$ cat config.mk
export PLATFORM = sky130hd
export DESIGN_NAME = l1d_cache
export DESIGN_NICKNAME = d
export VERILOG_FILES = /design/src/source/l1d_geom_pkg.sv /design/src/source/l1d_policy_pkg.sv /design/src/source/l1d_cache.sv /design/src/source/l1d_ctrl.sv /design/src/source/l1d_mem_port.sv /design/src/source/l1d_data_store.sv /design/src/source/l1d_tag_store.sv
export SDC_FILE = /design/constraint.sdc
export NUM_CORES = 2
export LEC_CHECK = 0
export ABC_AREA = 1
export ABC_CLOCK_PERIOD_IN_PS = 7300
export BUFFER_PORTS_ARGS = -buffer_cell sky130_fd_sc_hd__buf_2
export CORE_ASPECT_RATIO = 0.5
export CORE_UTILIZATION = 45
export CTS_BUF_LIST = sky130_fd_sc_hd__clkbuf_8 sky130_fd_sc_hd__clkbuf_16
export DETAILED_ROUTE_END_ITERATION = 6
export MAX_ROUTING_LAYER = met4
export PLACE_DENSITY = 0.59
export REMOVE_ABC_BUFFERS = 1
export SETUP_SLACK_MARGIN = 0.4
export SYNTH_ARGS = -nofsm -noshare
export SYNTH_HDL_FRONTEND = slang
export SYNTH_SLANG_ARGS = --single-unit
$ cat constraint.sdc
create_clock -name clk_i -period 7.3 [get_ports clk_i]
set_clock_uncertainty 0.05 [all_clocks]
set_input_delay 0.73 -clock clk_i [delete_from_list [all_inputs] [get_ports clk_i]]
set_output_delay 0.73 -clock clk_i [all_outputs]
set_load 0.02 [all_outputs]
$ cat src/source/l1d_geom_pkg.sv
`default_nettype none

package l1d_geom_pkg;

    localparam int ADDR_W         = 32;
    localparam int DATA_W         = 32;
    localparam int WORDS_PER_LINE = 4;
    localparam int LINE_W         = DATA_W * WORDS_PER_LINE;

    // Byte address split into tag, index, word select and byte
    localparam int OFFSET_W     = 4;
    localparam int WORD_SEL_LSB = 2;
    localparam int WORD_SEL_W   = OFFSET_W - WORD_SEL_LSB;
    localparam int INDEX_LSB    = 4;
    localparam int INDEX_W      = 3;
    localparam int TAG_LSB      = 7;
    localparam int TAG_W        = 25;

    // Memory bus sees one flat line, the processor side sees words
    typedef union packed {
        logic [LINE_W-1:0]                     flat;
        logic [WORDS_PER_LINE-1:0][DATA_W-1:0] words;
    } line_u;

endpackage

`default_nettype wire
$ cat src/source/l1d_policy_pkg.sv
`default_nettype none

package l1d_policy_pkg;

    localparam int WAYS  = 2;
    localparam int WAY_W = 1;
    localparam int SETS  = 1 << l1d_geom_pkg::INDEX_W;

    // Controller states
    localparam int ST_W = 3;

    localparam logic [ST_W-1:0] ST_IDLE      = 3'd0;
    localparam logic [ST_W-1:0] ST_LOOKUP    = 3'd1;
    localparam logic [ST_W-1:0] ST_RESPOND   = 3'd2;
    localparam logic [ST_W-1:0] ST_EVICT     = 3'd3;
    localparam logic [ST_W-1:0] ST_FILL      = 3'd4;
    localparam logic [ST_W-1:0] ST_FILL_WAIT = 3'd5;

endpackage

`default_nettype wire

$ cat src/source/l1d_cache.sv
`timescale 1ns/1ns
`default_nettype none

module l1d_cache (
    input  wire logic                              clk_i,
    input  wire logic                              rstn_i,
    input  wire logic                              req_valid_i,
    output logic                                   req_ready_o,
    input  wire logic                              req_write_i,
    input  wire logic [l1d_geom_pkg::ADDR_W-1:0]   req_addr_i,
    input  wire logic [l1d_geom_pkg::DATA_W-1:0]   req_wdata_i,
    output logic                                   resp_valid_o,
    input  wire logic                              resp_ready_i,
    output logic [l1d_geom_pkg::DATA_W-1:0]        resp_rdata_o,
    output logic                                   mem_req_valid_o,
    input  wire logic                              mem_req_ready_i,
    output logic                                   mem_req_write_o,
    output logic [l1d_geom_pkg::ADDR_W-1:0]        mem_req_addr_o,
    output l1d_geom_pkg::line_u                    mem_req_wdata_o,
    input  wire logic                              mem_resp_valid_i,
    output logic                                   mem_resp_ready_o,
    input  wire l1d_geom_pkg::line_u               mem_resp_rdata_i
);

    logic                             hit;
    logic [l1d_policy_pkg::WAY_W-1:0] hit_way;
    logic [l1d_policy_pkg::WAY_W-1:0] victim_way;
    logic                             victim_dirty;
    logic [l1d_geom_pkg::TAG_W-1:0]   victim_tag;
    logic [l1d_geom_pkg::ADDR_W-1:0]  lookup_addr;
    logic                             tag_fill;
    logic [l1d_policy_pkg::WAY_W-1:0] tag_fill_way;
    logic                             mark_dirty;
    logic [l1d_geom_pkg::DATA_W-1:0]  rd_word;
    l1d_geom_pkg::line_u              victim_line;
    logic                             word_we;
    logic                             line_we;
    logic [l1d_policy_pkg::WAY_W-1:0] way;
    logic [l1d_geom_pkg::DATA_W-1:0]  wdata;
    logic                             mem_done;
    l1d_geom_pkg::line_u              mem_fill_line;
    logic                             mem_start;
    logic                             mem_write;
    logic [l1d_geom_pkg::ADDR_W-1:0]  mem_addr;
    l1d_geom_pkg::line_u              ctrl_line;

    l1d_ctrl ctrl0 (
        .clk_i, .rstn_i, .req_valid_i, .req_write_i, .req_addr_i, .req_wdata_i,
        .resp_ready_i, .req_ready_o, .resp_valid_o, .resp_rdata_o,
        .hit_i(hit), .hit_way_i(hit_way), .victim_way_i(victim_way),
        .victim_dirty_i(victim_dirty), .victim_tag_i(victim_tag),
        .lookup_addr_o(lookup_addr), .tag_fill_o(tag_fill), .tag_fill_way_o(tag_fill_way),
        .mark_dirty_o(mark_dirty), .rd_word_i(rd_word), .victim_line_i(victim_line),
        .word_we_o(word_we), .line_we_o(line_we), .way_o(way), .wdata_o(wdata),
        .mem_done_i(mem_done), .fill_line_i(mem_fill_line), .mem_start_o(mem_start),
        .mem_write_o(mem_write), .mem_addr_o(mem_addr), .fill_line_o(ctrl_line)
    );

    l1d_tag_store tags0 (
        .clk_i, .rstn_i, .lookup_addr_i(lookup_addr), .fill_i(tag_fill),
        .fill_way_i(tag_fill_way), .mark_dirty_i(mark_dirty), .dirty_way_i(way),
        .hit_o(hit), .hit_way_o(hit_way), .victim_way_o(victim_way),
        .victim_dirty_o(victim_dirty), .victim_tag_o(victim_tag)
    );

    l1d_data_store data0 (
        .clk_i,
        .index_i(lookup_addr[l1d_geom_pkg::INDEX_LSB +: l1d_geom_pkg::INDEX_W]),
        .word_sel_i(lookup_addr[l1d_geom_pkg::WORD_SEL_LSB +: l1d_geom_pkg::WORD_SEL_W]),
        .way_i(way), .word_we_i(word_we), .wdata_i(wdata), .line_we_i(line_we),
        .line_i(ctrl_line), .rd_word_o(rd_word), .line_o(victim_line)
    );

    l1d_mem_port mem0 (
        .clk_i, .rstn_i, .start_i(mem_start), .write_i(mem_write), .addr_i(mem_addr),
        .line_i(ctrl_line), .mem_req_ready_i, .mem_resp_valid_i, .mem_resp_rdata_i,
        .done_o(mem_done), .fill_line_o(mem_fill_line), .mem_req_valid_o,
        .mem_req_write_o, .mem_req_addr_o, .mem_req_wdata_o, .mem_resp_ready_o
    );

endmodule

`default_nettype wire

$ cat src/source/l1d_ctrl.sv
`timescale 1ns/1ns
`default_nettype none

module l1d_ctrl (
    input  wire logic                              clk_i,
    input  wire logic                              rstn_i,
    input  wire logic                              req_valid_i,
    input  wire logic                              req_write_i,
    input  wire logic [l1d_geom_pkg::ADDR_W-1:0]   req_addr_i,
    input  wire logic [l1d_geom_pkg::DATA_W-1:0]   req_wdata_i,
    input  wire logic                              resp_ready_i,
    output logic                                   req_ready_o,
    output logic                                   resp_valid_o,
    output logic [l1d_geom_pkg::DATA_W-1:0]        resp_rdata_o,

    input  wire logic                              hit_i,
    input  wire logic [l1d_policy_pkg::WAY_W-1:0]  hit_way_i,
    input  wire logic [l1d_policy_pkg::WAY_W-1:0]  victim_way_i,
    input  wire logic                              victim_dirty_i,
    input  wire logic [l1d_geom_pkg::TAG_W-1:0]    victim_tag_i,
    output logic [l1d_geom_pkg::ADDR_W-1:0]        lookup_addr_o,
    output logic                                   tag_fill_o,
    output logic [l1d_policy_pkg::WAY_W-1:0]       tag_fill_way_o,
    output logic                                   mark_dirty_o,

    input  wire logic [l1d_geom_pkg::DATA_W-1:0]   rd_word_i,
    input  wire l1d_geom_pkg::line_u               victim_line_i,
    output logic                                   word_we_o,
    output logic                                   line_we_o,
    output logic [l1d_policy_pkg::WAY_W-1:0]       way_o,
    output logic [l1d_geom_pkg::DATA_W-1:0]        wdata_o,

    input  wire logic                              mem_done_i,
    input  wire l1d_geom_pkg::line_u               fill_line_i,
    output logic                                   mem_start_o,
    output logic                                   mem_write_o,
    output logic [l1d_geom_pkg::ADDR_W-1:0]        mem_addr_o,
    output l1d_geom_pkg::line_u                    fill_line_o
);

    logic [l1d_policy_pkg::ST_W-1:0]  state_q;
    logic [l1d_policy_pkg::ST_W-1:0]  state_d;
    logic [l1d_geom_pkg::ADDR_W-1:0]  addr_q;
    logic                             write_q;
    logic [l1d_geom_pkg::DATA_W-1:0]  wdata_q;
    logic [l1d_geom_pkg::DATA_W-1:0]  rdata_q;
    logic [l1d_geom_pkg::INDEX_W-1:0] index;
    logic                             lookup_hit;
    logic                             evict;

    assign index      = addr_q[l1d_geom_pkg::INDEX_LSB +: l1d_geom_pkg::INDEX_W];
    assign lookup_hit = (state_q == l1d_policy_pkg::ST_LOOKUP) && hit_i;
    assign evict      = (state_q == l1d_policy_pkg::ST_LOOKUP) && !hit_i && victim_dirty_i;

    assign req_ready_o  = state_q == l1d_policy_pkg::ST_IDLE;
    assign resp_valid_o = state_q == l1d_policy_pkg::ST_RESPOND;
    assign resp_rdata_o = rdata_q;

    assign lookup_addr_o = addr_q;
    assign word_we_o     = lookup_hit && write_q;
    assign mark_dirty_o  = lookup_hit && write_q;
    assign wdata_o       = wdata_q;
    assign way_o         = lookup_hit ? hit_way_i : victim_way_i;

    // Refill lands in the victim way, which stays put until the tag update
    assign line_we_o      = (state_q == l1d_policy_pkg::ST_FILL_WAIT) && mem_done_i;
    assign tag_fill_o     = line_we_o;
    assign tag_fill_way_o = victim_way_i;

    assign mem_start_o = evict || (state_q == l1d_policy_pkg::ST_FILL);
    assign mem_write_o = evict;
    assign mem_addr_o  = evict ? {victim_tag_i, index, {l1d_geom_pkg::OFFSET_W{1'b0}}}
                               : {addr_q[l1d_geom_pkg::ADDR_W-1:l1d_geom_pkg::OFFSET_W],
                                  {l1d_geom_pkg::OFFSET_W{1'b0}}};

    // Victim line goes out on eviction, refill line comes in on fill
    assign fill_line_o = (state_q == l1d_policy_pkg::ST_FILL_WAIT) ? fill_line_i : victim_line_i;

    always_comb begin
        state_d = state_q;
        case (state_q)
            l1d_policy_pkg::ST_IDLE: begin
                if (req_valid_i) begin
                    state_d = l1d_policy_pkg::ST_LOOKUP;
                end
            end
            l1d_policy_pkg::ST_LOOKUP: begin
                if (hit_i) begin
                    state_d = write_q ? l1d_policy_pkg::ST_IDLE : l1d_policy_pkg::ST_RESPOND;
                end else if (victim_dirty_i) begin
                    state_d = l1d_policy_pkg::ST_EVICT;
                end else begin
                    state_d = l1d_policy_pkg::ST_FILL;
                end
            end
            l1d_policy_pkg::ST_RESPOND: begin
                if (resp_ready_i) begin
                    state_d = l1d_policy_pkg::ST_IDLE;
                end
            end
            l1d_policy_pkg::ST_EVICT: begin
                if (mem_done_i) begin
                    state_d = l1d_policy_pkg::ST_FILL;
                end
            end
            l1d_policy_pkg::ST_FILL: begin
                state_d = l1d_policy_pkg::ST_FILL_WAIT;
            end
            l1d_policy_pkg::ST_FILL_WAIT: begin
                // Retry the lookup, which now hits
                if (mem_done_i) begin
                    state_d = l1d_policy_pkg::ST_LOOKUP;
                end
            end
            default: begin
                state_d = l1d_policy_pkg::ST_IDLE;
            end
        endcase
    end

    always_ff @(posedge clk_i) begin
        if (!rstn_i) begin
            state_q <= l1d_policy_pkg::ST_IDLE;
        end else begin
            state_q <= state_d;
        end
    end

    always_ff @(posedge clk_i) begin
        if (req_valid_i && req_ready_o) begin
            addr_q  <= req_addr_i;
            write_q <= req_write_i;
            wdata_q <= req_wdata_i;
        end
        if (lookup_hit && !write_q) begin
            rdata_q <= rd_word_i;
        end
    end

    assert property (@(posedge clk_i) disable iff (!rstn_i)
        resp_valid_o && !resp_ready_i |=> resp_valid_o && $stable(resp_rdata_o));

endmodule

`default_nettype wire

$ cat src/source/l1d_mem_port.sv
`timescale 1ns/1ns
`default_nettype none

module l1d_mem_port (
    input  wire logic                              clk_i,
    input  wire logic                              rstn_i,
    input  wire logic                              start_i,
    input  wire logic                              write_i,
    input  wire logic [l1d_geom_pkg::ADDR_W-1:0]   addr_i,
    input  wire l1d_geom_pkg::line_u               line_i,
    input  wire logic                              mem_req_ready_i,
    input  wire logic                              mem_resp_valid_i,
    input  wire l1d_geom_pkg::line_u               mem_resp_rdata_i,
    output logic                                   done_o,
    output l1d_geom_pkg::line_u                    fill_line_o,
    output logic                                   mem_req_valid_o,
    output logic                                   mem_req_write_o,
    output logic [l1d_geom_pkg::ADDR_W-1:0]        mem_req_addr_o,
    output l1d_geom_pkg::line_u                    mem_req_wdata_o,
    output logic                                   mem_resp_ready_o
);

    logic                            req_valid_q;
    logic                            req_write_q;
    logic [l1d_geom_pkg::ADDR_W-1:0] req_addr_q;
    l1d_geom_pkg::line_u             req_wdata_q;
    logic                            resp_ready_q;
    l1d_geom_pkg::line_u             fill_line_q;
    logic                            done_q;
    logic                            req_fire;
    logic                            resp_fire;

    assign req_fire  = req_valid_q && mem_req_ready_i;
    assign resp_fire = resp_ready_q && mem_resp_valid_i;

    assign mem_req_valid_o  = req_valid_q;
    assign mem_req_write_o  = req_write_q;
    assign mem_req_addr_o   = req_addr_q;
    assign mem_req_wdata_o  = req_wdata_q;
    assign mem_resp_ready_o = resp_ready_q;
    assign fill_line_o      = fill_line_q;
    assign done_o           = done_q;

    always_ff @(posedge clk_i) begin
        if (!rstn_i) begin
            req_valid_q  <= 1'b0;
            resp_ready_q <= 1'b0;
            done_q       <= 1'b0;
        end else begin
            done_q <= 1'b0;
            if (start_i) begin
                req_valid_q <= 1'b1;
            end else if (req_fire) begin
                req_valid_q <= 1'b0;
                // Write-backs end at acceptance, reads wait for their line
                done_q       <= req_write_q;
                resp_ready_q <= !req_write_q;
            end
            if (resp_fire) begin
                resp_ready_q <= 1'b0;
                done_q       <= 1'b1;
            end
        end
    end

    always_ff @(posedge clk_i) begin
        if (start_i) begin
            req_write_q <= write_i;
            req_addr_q  <= {addr_i[l1d_geom_pkg::ADDR_W-1:l1d_geom_pkg::OFFSET_W],
                            {l1d_geom_pkg::OFFSET_W{1'b0}}};
            req_wdata_q <= line_i;
        end
        if (resp_fire) begin
            fill_line_q <= mem_resp_rdata_i;
        end
    end

    assert property (@(posedge clk_i) disable iff (!rstn_i)
        mem_req_valid_o && !mem_req_ready_i |=> mem_req_valid_o && $stable(mem_req_write_o)
            && $stable(mem_req_addr_o) && $stable(mem_req_wdata_o));

endmodule

`default_nettype wire

$ cat src/source/l1d_data_store.sv
`timescale 1ns/1ns
`default_nettype none

module l1d_data_store (
    input  wire logic                                  clk_i,
    input  wire logic [l1d_geom_pkg::INDEX_W-1:0]      index_i,
    input  wire logic [l1d_geom_pkg::WORD_SEL_W-1:0]   word_sel_i,
    input  wire logic [l1d_policy_pkg::WAY_W-1:0]      way_i,
    input  wire logic                                  word_we_i,
    input  wire logic [l1d_geom_pkg::DATA_W-1:0]       wdata_i,
    input  wire logic                                  line_we_i,
    input  wire l1d_geom_pkg::line_u                   line_i,
    output logic [l1d_geom_pkg::DATA_W-1:0]            rd_word_o,
    output l1d_geom_pkg::line_u                        line_o
);

    l1d_geom_pkg::line_u lines_q [l1d_policy_pkg::SETS][l1d_policy_pkg::WAYS];
    l1d_geom_pkg::line_u cur_line;

    assign cur_line    = lines_q[index_i][way_i];
    assign rd_word_o   = cur_line.words[word_sel_i];
    assign line_o.flat = cur_line.flat;

    // A refill replaces the whole line; word writes only touch one lane
    always_ff @(posedge clk_i) begin
        if (line_we_i) begin
            lines_q[index_i][way_i].flat <= line_i.flat;
        end else if (word_we_i) begin
            lines_q[index_i][way_i].words[word_sel_i] <= wdata_i;
        end
    end

endmodule

`default_nettype wire

$ cat src/source/l1d_tag_store.sv
`timescale 1ns/1ns
`default_nettype none

module l1d_tag_store (
    input  wire logic                                clk_i,
    input  wire logic                                rstn_i,
    input  wire logic [l1d_geom_pkg::ADDR_W-1:0]     lookup_addr_i,
    input  wire logic                                fill_i,
    input  wire logic [l1d_policy_pkg::WAY_W-1:0]    fill_way_i,
    input  wire logic                                mark_dirty_i,
    input  wire logic [l1d_policy_pkg::WAY_W-1:0]    dirty_way_i,
    output logic                                     hit_o,
    output logic [l1d_policy_pkg::WAY_W-1:0]         hit_way_o,
    output logic [l1d_policy_pkg::WAY_W-1:0]         victim_way_o,
    output logic                                     victim_dirty_o,
    output logic [l1d_geom_pkg::TAG_W-1:0]           victim_tag_o
);

    logic [l1d_policy_pkg::WAYS-1:0]  valid_q [l1d_policy_pkg::SETS];
    logic [l1d_policy_pkg::WAYS-1:0]  dirty_q [l1d_policy_pkg::SETS];
    logic [l1d_geom_pkg::TAG_W-1:0]   tag_q   [l1d_policy_pkg::SETS][l1d_policy_pkg::WAYS];
    logic [l1d_policy_pkg::WAY_W-1:0] rr_q;
    logic [l1d_policy_pkg::WAYS-1:0]  hit_vec;
    logic [l1d_geom_pkg::INDEX_W-1:0] index;
    logic [l1d_geom_pkg::TAG_W-1:0]   tag;

    assign index = lookup_addr_i[l1d_geom_pkg::INDEX_LSB +: l1d_geom_pkg::INDEX_W];
    assign tag   = lookup_addr_i[l1d_geom_pkg::TAG_LSB +: l1d_geom_pkg::TAG_W];

    // Downward scan so the lowest invalid way wins
    always_comb begin
        hit_way_o    = '0;
        victim_way_o = rr_q;
        for (int w = l1d_policy_pkg::WAYS - 1; w >= 0; w--) begin
            hit_vec[w] = valid_q[index][w] && (tag_q[index][w] == tag);
            if (hit_vec[w]) begin
                hit_way_o = l1d_policy_pkg::WAY_W'(w);
            end
            if (!valid_q[index][w]) begin
                victim_way_o = l1d_policy_pkg::WAY_W'(w);
            end
        end
        hit_o = |hit_vec;
    end

    assign victim_dirty_o = valid_q[index][victim_way_o] && dirty_q[index][victim_way_o];
    assign victim_tag_o   = tag_q[index][victim_way_o];

    always_ff @(posedge clk_i) begin
        if (!rstn_i) begin
            for (int s = 0; s < l1d_policy_pkg::SETS; s++) begin
                valid_q[s] <= '0;
                dirty_q[s] <= '0;
            end
            rr_q <= '0;
        end else begin
            if (fill_i) begin
                valid_q[index][fill_way_i] <= 1'b1;
                dirty_q[index][fill_way_i] <= 1'b0;
                rr_q <= rr_q + l1d_policy_pkg::WAY_W'(1);
            end
            if (mark_dirty_i) begin
                dirty_q[index][dirty_way_i] <= 1'b1;
            end
        end
    end

    always_ff @(posedge clk_i) begin
        if (fill_i) begin
            tag_q[index][fill_way_i] <= tag;
        end
    end

    // Fills only follow a miss, so a tag never sits in two ways of a set
    assert property (@(posedge clk_i) disable iff (!rstn_i) $onehot0(hit_vec));

endmodule

`default_nettype wire

==> impl_metrics.json <==
{
  "vias": 85752,
  "vdd_drop_max_mv": 0.323,
  "grt.overflow.total": 0,
  "ys_types": 37,
  "utilization_pct": 51.7,
  "cts_hold_buffers": 182,
  "syn-cell-area_mm2": 0.122,
  "critical_path.max_stage_delay_ns": 0.65,
  "cp.required_ns": 7.76,
  "wl_per_cell_um": 26.8,
  "finalSetupViolCount": 0,
  "final.min_clock_period_ns": 6.09,
  "ioPinCount": 396,
  "cp_data_arrival_time_ns": 6.55,
  "sw_frac_of_total_pct": 35.1,
  "ys_seq_area_share_pct": 70.4,
  "endpoint_kind": "flip-flop",
  "layout-drive-gt1-share_pct": 11.1,
  "start_util_pct": 45.5,
  "rows": 134,
  "cts_tree": "done",
  "cap_violations": 0,
  "post_cts_buffers": 0,
  "port_buffers": 389,
  "path_common_cell": "nand2_1",
  "power.total_w": 0.0499,
  "antenna_found_initial": 29,
  "design_area_mm2": 0.139,
  "outcome": "finished, final reports clean",
  "dp_hpwl_mm": 226,
  "firstDrtPassIters": 6,
  "combPwrFrac_pct": 29.1,
  "crit_fanout": 197,
  "drt_wl_total_mm": 392,
  "cp_slowest_cell": "nor2_4",
  "fin_nets": 11020,
  "grt_pass1_wl_mm": 555,
  "cts_made_buffers": 269,
  "synth_edf_count": 2844,
  "ys_warn_count": 0,
  "fin_crit_sh_pct": 83.4,
  "cts_max_path_buffers": 4,
  "clock_sinks": 2870,
  "internal-power_w": 0.0323,
  "die_y_um": 370,
  "clk_pin_slew_ns": 0.06,
  "critPathKind": "reg2reg",
  "regToRegSetupSlack_ns": 1.21,
  "hp-class": "in2reg",
  "slew_headroom_pct": 16.9,
  "synth_top_area_cell": "edfxtp_1",
  "netlist_instances": 10487,
  "ant_nets": 0,
  "power_density_mw_per_mm2": 360,
  "synth_seq_cells": 2870,
  "grtUsageTotal_pct": 28.7,
  "first_global_vias": 78416,
  "path_cells": "inv_16 -> nand2_1 -> nand3_1 -> nand3_1 -> nand3_1 -> nand2_1 -> nor2_1 -> nand2_1 -> nor2_1 -> nand3_1 -> nand2_1 -> nand2_1 -> nand2_8 -> nand2_8 -> nor2_1 -> nand2_1 -> buf_4 -> inv_2 -> nor2_1 -> buf_4 -> nor2_4 -> buf_4",
  "max_freq_ghz": 0.164,
  "fp.coreArea_mm2": 0.268,
  "postSynthAreaPerCell_um2": 11.6,
  "setup.worst_path.start_class": "flip-flop",
  "drv_slew": 0,
  "p_leak_nw": 49.1,
  "synth_flop_cell": "edfxtp_1",
  "cts_resized": 0,
  "dieArea_mm2": 0.273,
  "p_switching_w": 0.0175,
  "synth_top_area_share_pct": 70.0,
  "grt_max_degree": 198,
  "seqPwrFrac_pct": 43.5,
  "htree_levels": 5,
  "gp_congestion": 0.889,
  "areaGrowthSynthToFinish_pct": 13.6,
  "rsz0062_at_grt": "false",
  "placed_cell_area_mm2": 0.129,
  "pwr-share-clk_pct": 27.3,
  "root_buffer": "clkbuf_16",
  "avgViaCountPerCell": 5.86,
  "ys_async_sr_fraction_pct": 0,
  "hold_violations": 0,
  "tns_ns": 0,
  "insertion_delay_ns": 0.88,
  "synthTopCellsByArea": "edfxtp_1 (70%), o21ai_0 (4.5%), nand3_1 (4.3%)",
  "max_slew.worst_pin.slew_ns": 1.25,
  "die_x_um": 739,
  "drc_errors": 0,
  "first_iter_violations": 10994
}
## placed cells by master (no fill, tap or decap), types with 149 or more instances in the layout
master	instances
dlygate4sd3_1	182
nand4_1	149
nand3_1	1051
clkbuf_16	279
and2_1	261
nand2_1	1391
o221ai_1	512
o21ai_0	1103
buf_4	204
buf_2	389
inv_1	694
nor2_1	1309
edfxtp_1	2844
## synth_stat cells, types with 12 or more instances
cell	count
a21oi_1	47
and2_0	126
and2_1	261
buf_1	31
buf_2	103
buf_4	44
clkbuf_1	538
clkbuf_2	32
dfxtp_1	26
edfxtp_1	2844
inv_1	633
nand2_1	1395
nand3_1	1055
nand4_1	149
nor2_1	1363
nor3_1	12
o21ai_0	1103
o21ai_1	33
o221ai_1	512
or2_2	128
## metal layers
metal	global-route usage (%)	up-vias	routed length, µm
li1	-	38161	-
met1	39.1	42750	161000
met2	42.7	4119	176000
met3	5.51	722	37800
met4	11.6	0	17200
met5	-	-	0
## worst paths after layout
kind                                            from                    to  cells after the start
worst max-delay path                       flip-flop  data0.lines_q[4][34]                     22
worst min-delay path            mem_resp_rdata_i[16]  mem0.fill_line_o[16]                      1
worst max register to register             flip-flop  data0.lines_q[4][34]                     22
worst min register to register   tags0.valid_q[1][0]   tags0.valid_q[1][0]                      2
## logic make-up after synthesis
group / share of synthesized area (%)
buffers and inverters: 4.62
other: 0.00307
flip-flops: 70.4
AND/OR/NAND/NOR: 16.3
AO/OA/AOI/OAI: 8.69
## power by group through the flow
stage / Clock, W / Combinational, W / Sequential (W)
global placement: 0 / 0.0140 / 0.0220
finish: 0.0136 / 0.0145 / 0.0217
global route: 0.0144 / 0.0158 / 0.0217
detailed placement: 0 / 0.0142 / 0.0221
CTS: 0.0138 / 0.0143 / 0.0217
floorplan: 0 / 0.00773 / 0.0220
## layout make-up
type	count	area, µm²
diodes	21	52.6
clock buffers	280	7000
clock inverters	187	1200
fillers	23161	130000
inverters	642	2460
multi-input cells	6223	31400
flip-flops and latches	2870	85900
well taps	3604	4510
repair buffers	815	6100
## metrics by stage
stage | setup WS, ns | cells | hold WS [ns]
finish | 1.21 | 14642 | 0.0510
global route | 0.972 | 14632 | 0.0113
CTS | 1.33 | 14621 | 0.00212
detailed placement | 1.37 | 13972 | 0.398
global placement | 1.42 | 13972 | 0.393
floorplan | -58.76 | 9735 | 0.385
## registers in the layout (all words and copies together) (netlist names), named ones only
register               cells
mem0.mem_req_addr_o       28
tags0.valid_q             16
data0.lines_q           2048
ctrl0.resp_rdata_o        32
mem0.mem_req_valid_o       1
mem0.mem_req_wdata_o     128
tags0.tag_q              400
ctrl0.write_q              1
tags0.dirty_q             16
mem0.mem_req_write_o       1
ctrl0.lookup_addr_o       30
ctrl0.state_q              3
mem0.done_o                1
mem0.fill_line_o         128
tags0.rr_q                 1
mem0.mem_resp_ready_o      1
ctrl0.wdata_o             32
## worst max-delay path, delay by kind of cell, from the launching register on
| family | cells | cell delay [ns] |
|---|---|---|
| buffers and inverters | 5 | 1.42 |
| DFF | 1 | 0.42 |
| and+or+nand+nor | 17 | 3.32 |
Power figures use the tool's default switching activity.
